--- src/rtl/fm_timer_pkg.sv ---
//////////////////////////////
// FM timer shared definitions
// Register map, widths and the control byte
//////////////////////////////
`default_nettype none

package fm_timer_pkg;

	// Host register addresses.
	localparam logic [7:0] addr_ta_hi = 8'h24; // Timer A value, upper 8 bits.
	localparam logic [7:0] addr_ta_lo = 8'h25; // Timer A value, lower 2 bits.
	localparam logic [7:0] addr_tb    = 8'h26; // Timer B value.
	localparam logic [7:0] addr_ctrl  = 8'h27; // Load, enable and clear bits.

	// Counter widths.
	localparam int ta_w = 10; // Timer A, 1024 steps.
	localparam int tb_w = 8;  // Timer B, 256 steps.

	// Layout of the byte written at 0x27, MSB first.
	typedef struct packed {
		logic [1:0] ch3_mode; // Special channel 3 mode, not used by the timers.
		logic       rst_b;    // Clear flag B.
		logic       rst_a;    // Clear flag A.
		logic       en_b;     // IRQ enable B.
		logic       en_a;     // IRQ enable A.
		logic       load_b;   // Run timer B.
		logic       load_a;   // Run timer A.
	} timer_ctrl_s;

	// Same byte seen raw or as fields.
	typedef union packed {
		logic [7:0]  raw;
		timer_ctrl_s fields;
	} timer_ctrl_u;

endpackage

`default_nettype wire
--- src/rtl/fm_timer_top.sv ---
//////////////////////////////
// FM timer section top
// Ticks, host registers, timers and status
//////////////////////////////
`timescale 1ns/10ps
`default_nettype none

module fm_timer_top #(
	parameter int DIV    = 2, // Clocks per operator slot.
	parameter int NUM_CH = 6  // Channel count of the build.
) (
	input  wire        clk,
	input  wire        rst,
	input  wire        wr,
	input  wire  [7:0] addr,
	input  wire  [7:0] din,
	output logic [7:0] dout,
	output logic       irq_n,
	output logic       overflow_a
);

	import fm_timer_pkg::*;

	logic            cen;      // Operator clock enable.
	logic            zero;     // Sample tick.
	logic [ta_w-1:0] value_a;
	logic [tb_w-1:0] value_b;
	logic            load_a;
	logic            load_b;
	logic            en_irq_a;
	logic            en_irq_b;
	logic            clr_a;
	logic            clr_b;
	logic            flag_a;
	logic            flag_b;

	// Status byte, flags in the low bits.
	assign dout = {6'd0, flag_b, flag_a};

	fm_tick_gen #(.DIV(DIV)) u_tick_gen (
		.clk  (clk),
		.rst  (rst),
		.cen  (cen),
		.zero (zero)
	);

	fm_timer_regs u_regs (
		.clk      (clk),
		.rst      (rst),
		.wr       (wr),
		.addr     (addr),
		.din      (din),
		.value_a  (value_a),
		.value_b  (value_b),
		.load_a   (load_a),
		.load_b   (load_b),
		.en_irq_a (en_irq_a),
		.en_irq_b (en_irq_b),
		.clr_a    (clr_a),
		.clr_b    (clr_b)
	);

	fm_timers #(.NUM_CH(NUM_CH)) u_timers (
		.clk        (clk),
		.rst        (rst),
		.cen        (cen),
		.zero       (zero),
		.value_a    (value_a),
		.value_b    (value_b),
		.load_a     (load_a),
		.load_b     (load_b),
		.clr_a      (clr_a),
		.clr_b      (clr_b),
		.en_irq_a   (en_irq_a),
		.en_irq_b   (en_irq_b),
		.flag_a     (flag_a),
		.flag_b     (flag_b),
		.overflow_a (overflow_a),
		.irq_n      (irq_n)
	);

endmodule

`default_nettype wire

--- src/rtl/fm_timers.sv ---
//////////////////////////////
// FM timer pair
// Timers A and B with IRQ output
//////////////////////////////
`timescale 1ns/10ps
`default_nettype none

module fm_timers #(
	parameter int NUM_CH = 6 // 6 or 3 channel build.
) (
	input  wire                           clk,
	input  wire                           rst,
	input  wire                           cen,
	input  wire                           zero,
	input  wire  [fm_timer_pkg::ta_w-1:0] value_a,
	input  wire  [fm_timer_pkg::tb_w-1:0] value_b,
	input  wire                           load_a,
	input  wire                           load_b,
	input  wire                           clr_a,
	input  wire                           clr_b,
	input  wire                           en_irq_a,
	input  wire                           en_irq_b,
	output logic                          flag_a,
	output logic                          flag_b,
	output logic                          overflow_a,
	output logic                          irq_n
);

	import fm_timer_pkg::*;

	// Active low when any enabled flag is up.
	assign irq_n = ~((flag_a && en_irq_a) || (flag_b && en_irq_b));

	// Timer A steps every sample, every second one in the 3-channel build.
	fm_timer #(.CW(ta_w), .FW(1), .FREE_EN(NUM_CH == 3)) u_timer_a (
		.clk         (clk),
		.rst         (rst),
		.cen         (cen),
		.zero        (zero),
		.start_value (value_a),
		.load        (load_a),
		.clr_flag    (clr_a),
		.flag        (flag_a),
		.overflow    (overflow_a)
	);

	// Timer B steps every 16 samples, 32 in the 3-channel build.
	fm_timer #(.CW(tb_w), .FW(NUM_CH == 3 ? 5 : 4), .FREE_EN(1'b1)) u_timer_b (
		.clk         (clk),
		.rst         (rst),
		.cen         (cen),
		.zero        (zero),
		.start_value (value_b),
		.load        (load_b),
		.clr_flag    (clr_b),
		.flag        (flag_b),
		.overflow    ()
	);

endmodule

`default_nettype wire

--- src/rtl/fm_timer.sv ---
//////////////////////////////
// FM timer counter
// Loadable up-counter with sticky overflow flag
//////////////////////////////
`timescale 1ns/10ps
`default_nettype none

module fm_timer #(
	parameter int CW      = 8,   // Loadable counter width.
	parameter int FW      = 1,   // Free-running prescale width.
	parameter bit FREE_EN = 1'b0 // Step only on prescale carry.
) (
	input  wire           clk,
	input  wire           rst,
	input  wire           cen,
	input  wire           zero,
	input  wire  [CW-1:0] start_value,
	input  wire           load,
	input  wire           clr_flag,
	output logic          flag,
	output logic          overflow
);

	logic          tick;      // One per sample.
	logic          last_load; // Load as sampled at the last tick.
	logic [CW-1:0] cnt;
	logic [FW-1:0] free_cnt;  // Sample prescaler.
	logic          free_ov;   // Prescaler about to wrap.
	logic          advance;   // Counter steps on this tick.

	assign tick     = cen && zero;
	assign free_ov  = &free_cnt;
	assign advance  = FREE_EN ? free_ov : 1'b1;
	assign overflow = tick && last_load && (&cnt) && advance; // Max and stepping.

	// Main counter. Loads on the rising edge of load, reloads on overflow.
	always_ff @(posedge clk or posedge rst) begin
		if (rst) begin
			last_load <= 1'b0;
			cnt       <= '0;
		end else if (tick) begin
			last_load <= load;
			if ((load && !last_load) || overflow) begin
				cnt <= start_value;
			end else if (last_load && advance) begin
				cnt <= cnt + 1'b1;
			end
		end
	end

	// Free prescaler runs whether or not the timer is loaded.
	always_ff @(posedge clk or posedge rst) begin
		if (rst) begin
			free_cnt <= '0;
		end else if (tick) begin
			free_cnt <= free_cnt + 1'b1;
		end
	end

	// Sticky flag. Clear beats set.
	always_ff @(posedge clk or posedge rst) begin
		if (rst) begin
			flag <= 1'b0;
		end else if (clr_flag) begin
			flag <= 1'b0;
		end else if (overflow) begin
			flag <= 1'b1;
		end
	end

endmodule

`default_nettype wire

--- src/rtl/fm_timer_regs.sv ---
//////////////////////////////
// FM timer register block
// Host writes to timer values, run/IRQ bits, clears
//////////////////////////////
`timescale 1ns/10ps
`default_nettype none

module fm_timer_regs (
	input  wire                           clk,
	input  wire                           rst,
	input  wire                           wr,
	input  wire  [7:0]                    addr,
	input  wire  [7:0]                    din,
	output logic [fm_timer_pkg::ta_w-1:0] value_a,
	output logic [fm_timer_pkg::tb_w-1:0] value_b,
	output logic                          load_a,
	output logic                          load_b,
	output logic                          en_irq_a,
	output logic                          en_irq_b,
	output logic                          clr_a,
	output logic                          clr_b
);

	import fm_timer_pkg::*;

	timer_ctrl_u ctrl;     // Write data decoded as control byte.
	logic        wr_ta_hi; // Write strobes per address.
	logic        wr_ta_lo;
	logic        wr_tb;
	logic        wr_ctrl;

	always_comb begin
		ctrl.raw = din;
	end

	assign wr_ta_hi = wr && (addr == addr_ta_hi);
	assign wr_ta_lo = wr && (addr == addr_ta_lo);
	assign wr_tb    = wr && (addr == addr_tb);
	assign wr_ctrl  = wr && (addr == addr_ctrl);

	// Timer start values.
	always_ff @(posedge clk) begin
		if (wr_ta_hi) begin
			value_a[ta_w-1:2] <= din[ta_w-3:0]; // Upper 8 bits.
		end
		if (wr_ta_lo) begin
			value_a[1:0] <= din[1:0]; // Lower 2 bits.
		end
		if (wr_tb) begin
			value_b <= din[tb_w-1:0];
		end
	end

	// Run and IRQ enable bits are kept; reset bits are only strobes.
	always_ff @(posedge clk or posedge rst) begin
		if (rst) begin
			load_a   <= 1'b0;
			load_b   <= 1'b0;
			en_irq_a <= 1'b0;
			en_irq_b <= 1'b0;
		end else if (wr_ctrl) begin
			load_a   <= ctrl.fields.load_a;
			load_b   <= ctrl.fields.load_b;
			en_irq_a <= ctrl.fields.en_a;
			en_irq_b <= ctrl.fields.en_b;
		end
	end

	// Flag clear pulses, one clock wide.
	always_ff @(posedge clk or posedge rst) begin
		if (rst) begin
			clr_a <= 1'b0;
			clr_b <= 1'b0;
		end else begin
			clr_a <= wr_ctrl && ctrl.fields.rst_a;
			clr_b <= wr_ctrl && ctrl.fields.rst_b;
		end
	end

endmodule

`default_nettype wire

--- src/rtl/fm_tick_gen.sv ---
//////////////////////////////
// FM tick generator
// Operator clock enable and per-sample zero tick
//////////////////////////////
`timescale 1ns/10ps
`default_nettype none

module fm_tick_gen #(
	parameter int DIV = 2 // System clocks per operator slot.
) (
	input  wire  clk,
	input  wire  rst,
	output logic cen,
	output logic zero
);

	localparam int dw        = (DIV > 1) ? $clog2(DIV) : 1; // Divider width.
	localparam int num_slots = 24; // Operator slots per sample.

	logic [dw-1:0] div_cnt; // Clocks left until the next cen.
	logic [4:0]    slot;    // Current operator slot.
	logic          div_end; // Last clock of the divide period.

	assign div_end = (div_cnt == '0);

	// Divider; cen follows div_end by one clock.
	always_ff @(posedge clk or posedge rst) begin
		if (rst) begin
			div_cnt <= dw'(DIV - 1);
			cen     <= 1'b0;
			zero    <= 1'b0;
		end else begin
			div_cnt <= div_end ? dw'(DIV - 1) : div_cnt - 1'b1;
			cen     <= div_end;                  // One clock in DIV.
			zero    <= div_end && (slot == '0);  // Rides on cen of slot 0.
		end
	end

	// Slot counter, steps once per cen.
	always_ff @(posedge clk or posedge rst) begin
		if (rst) begin
			slot <= '0;
		end else if (div_end) begin
			slot <= (slot == 5'(num_slots - 1)) ? '0 : slot + 1'b1; // Wrap at 24.
		end
	end

endmodule

`default_nettype wire

--- config.mk ---
export PLATFORM = sky130hd
export DESIGN_NAME = fm_timer_top
export DESIGN_NICKNAME = d
export VERILOG_FILES = /design/src/rtl/fm_timer_pkg.sv /design/src/rtl/fm_timer_top.sv /design/src/rtl/fm_timers.sv /design/src/rtl/fm_timer.sv /design/src/rtl/fm_timer_regs.sv /design/src/rtl/fm_tick_gen.sv
export SDC_FILE = /design/constraint.sdc
export NUM_CORES = 1
export LEC_CHECK = 0
export BUFFER_PORTS_ARGS = -buffer_cell sky130_fd_sc_hd__clkbuf_2
export CAP_MARGIN = 20
export CORE_ASPECT_RATIO = 0.9
export CORE_MARGIN = 4
export CORE_UTILIZATION = 55
export CTS_BUF_LIST = sky130_fd_sc_hd__clkbuf_2 sky130_fd_sc_hd__clkbuf_4 sky130_fd_sc_hd__clkbuf_8
export DETAILED_ROUTE_END_ITERATION = 6
export PLACE_DENSITY = 0.84
export SLEW_MARGIN = 20
export SYNTH_ARGS = -nofsm -noshare
export SYNTH_HDL_FRONTEND = slang
export SYNTH_HIERARCHICAL = 1
export SYNTH_SLANG_ARGS = --single-unit
--- constraint.sdc ---
create_clock -name clk -period 2 [get_ports clk]
set_input_delay 0.1 -clock clk [delete_from_list [all_inputs] [get_ports clk]]
set_output_delay 0.1 -clock clk [all_outputs]
set_load 0.005 [all_outputs]
==> metrics.yaml <==
fmax_ghz: 0.511
postSynthCellCount: 257
synth_compound_gate_area_share_pct: 12.4
yosys.area_share.simple_pct: 18.5
synth_top_area_share_pct: 33.3
drc_errors: 0
syn_to_final_growth_pct: 17.2
reg2reg_to: "u_timers/u_timer_b/cnt[7]"
cts_num_sinks: 58
core_area_sq_mm: 0.00498
rr_worst_depth: 6
slew_viol_final: 0
async_flop_share_pct: 69.0
synth_warnings: 6
multi_input_area_sq_mm: 0.00126
antenna_found_initial: 0
crit_start: "u_timers/u_timer_b/cnt[1]"
status: "finished clean"
clk_latency_ps: 330
synth_xor_area_share_pct: 1.20
fin_crit_ps: 1960
crit_chain: "ha_4, nand4_1, or4_4, clkinv_8, nor3_2, a311o_1"
synth_common_cells: "dfrtp_1 (39), nand2_1 (23), edfxtp_1 (18)"
syn_area_per_cell_sq_um: 11.4
cts_setup_buffers: 0
cp_max_fo: 7
yosysMostFrequentCell: "dfrtp_1"
grt_setup_unrepaired: "no"
finalWeightedCongestion: 0.875
h-tree-depth: 3
cp.required_ps: 2210
cp_slowest_cell: "or4_4"
cp-end-kind: "register"
rows: 24
yosys-top-cells-area: "dfrtp_1 (33%), edfxtp_1 (18%), nand2_1 (2.9%)"
cellPowerDensity_mw_per_mm2: 713
startpoint_type: "register"
critPathKind: "reg2reg"
num-fill-cells: 364
synth_adder_area_share_pct: 2.13
cts.clk_slew.worst_paths_ps: 60
syn_area_sq_mm: 0.00293
num_antenna_cells: 0
initial_utilization_pct: 58.8
cp.arrival_ps: 2170
r2r_start: "u_timers/u_timer_b/cnt[1]"
finalCritPeriodShare_pct: 97.8
synth.area.mux_share_pct: 7.13
num_vias: 2185
clock_skew_ps: 8.69
grt_pass1_wl_mm: 10.3
synth-edff-count: 18
die_h_um: 77.2
grt_pass1_vias: 2173
synth_top_family_by_area: "simple AND/OR/NAND/NOR gates"
synth_top_cell_by_area: "dfrtp_1"
drtIter0Drc: 312
critPathMaxStageDelay_ps: 630
setup_viol: 0
post_route_cells_drive_above_1_share_pct: 24.2
ys_seq_elements: 58
root_buffer: "clkbuf_8"
max_slew_margin_pct: 63.1
ant_nets: 0
regArea_sq_mm: 0.00154
viasPerCell: 5.89
hold_path.class: "in2reg"
routed_wl_mm: 6.28
hpwl_mm: 4.43
fin_nets: 325
tns_ps: 0
dieArea_sq_mm: 0.00656
finish.instance_area_sq_mm: 0.00343
grt_usage_pct: 20.2
port_buffers: 22
grt_overflow: 0
hold_violations: 0
leakage_nw: 1.53
fp.dieW_um: 84.9
placed_area_sq_mm: 0.00314
numCtsBuffers: 9
synthFlopType: "dfrtp_1"
max_cap_viol_count: 0
clock_path_buffers: 2
cts_tree: "done"
io_pins: 29
worst_pin_slew_ps: 552
r2r_slack_ps: 40
endpoint: "u_timers/u_timer_b/cnt[7]"
grt_max_degree: 15
ys_seq_area_share_pct: 52.6
ys_types: 58
drt_first_pass_iters: 4
vdd.ir_drop.worst_v: 0.000468
wire_per_inst_um: 16.9
kinds of logic after synthesis:
family	count (synthesis)
simple gates	91
flops	58
compound gates	52
buf+inv	27
mux	19
fa+ha+maj	5
xor+xnor	4
other cells	1
critical path, delay by kind of cell, from the launching register on:
kind,cells,cell delay [ps]
AND/OR/NAND/NOR,3,830
flip-flops,1,420
AO/OA/AOI/OAI,1,320
buffers and inverters,1,90
adder cells (fa/ha/maj),1,180
placed cells by master (no fill, tap or decap), drive strengths merged, types with 3 or more instances in the layout:
cell and instances:
nand2 23, and2 5, nand3b 3, ha 5, nor2b 3, clkbuf 35
edfxtp 18, a2bb2oi 8, o21ai 8, and4 4, mux2 12, inv 10
nor4 3, conb 6, a21oi 16, nand3 13, nor2 12, buf 14
xnor2 4, nor3 6, o211ai 7, clkinv 3, dfrtp 39, dlygate4sd3 8
nand4 6, mux2i 7
cell type report:
type                       count  area share (%)
timing repair buffer          44            8.60
clock buffer                  13            4.66
tap                           65            2.37
inverter                      11            1.57
clock inverter                 3            1.13
multi-input combinational    177            36.7
sequential                    58            44.9
sequential cells by signal, indices dropped and copies added, names as in the netlist, 4 cells and up:
name / flops
u_regs/value_b: 8
u_regs/value_a: 10
u_timers/u_timer_b/free_cnt: 4
u_timers/u_timer_a/cnt: 10
u_tick_gen/slot: 5
u_timers/u_timer_b/cnt: 8
layer usage:
metal,vias to the layer above,track usage [%],routed length (um)
met4,0,7.44,82
met5,-,0,0
met3,9,6.43,442
met1,1058,24.8,2640
met2,95,33.2,3120
li1,1023,-,-
metrics by stage:
| stage | utilization [%] | setup WS, ps | power, W | instances | hold slack [ps] |
|---|---|---|---|---|---|
| 6_report | 68.9 | 44.0 | 0.00245 | 371 | 11.5 |
| 5_1_grt | 68.9 | 4.27 | 0.00254 | 371 | 11.7 |
| 4_1_cts | 68.6 | 26.7 | 0.00246 | 371 | 12.0 |
| 3_5_place_dp | 63.0 | 45.3 | 0.00138 | 347 | 55.8 |
| 3_3_place_gp | 63.0 | 126 | 0.00137 | 347 | 53.8 |
| 2_1_floorplan | - | 125 | 0.00134 | 262 | -109 |
repair_timing:
action | 4_1_cts | 5_1_grt
resized for setup | 0 | 2
hold endpoints to repair | 56 | 0
hold buffers | 8 | 0
endpoints found under the setup margin | 0 | 1
power by group:
part | internal [W] | total, W | switching, W
clock network | 0.000645 | 0.00108 | 0.000433
logic | 0.0000567 | 0.000134 | 0.0000777
registers | 0.00123 | 0.00123 | 0.00000422
total | 0.00193 | 0.00245 | 0.000515
worst min path at each step:
stage | from | end | slack, ps | depth (start not counted)
2_1_floorplan | rst | u_regs/clr_a | -110 | 1
3_3_place_gp | rst | u_regs/load_b | 50 | 2
3_5_place_dp | rst | u_regs/load_b | 60 | 2
4_1_cts | din[2] | u_regs/value_b[2] | 10 | 1
5_1_grt | din[2] | u_regs/value_b[2] | 10 | 1
6_report | din[2] | u_regs/value_b[2] | 10 | 1
Note: power is estimated with default switching activity, not from simulation.
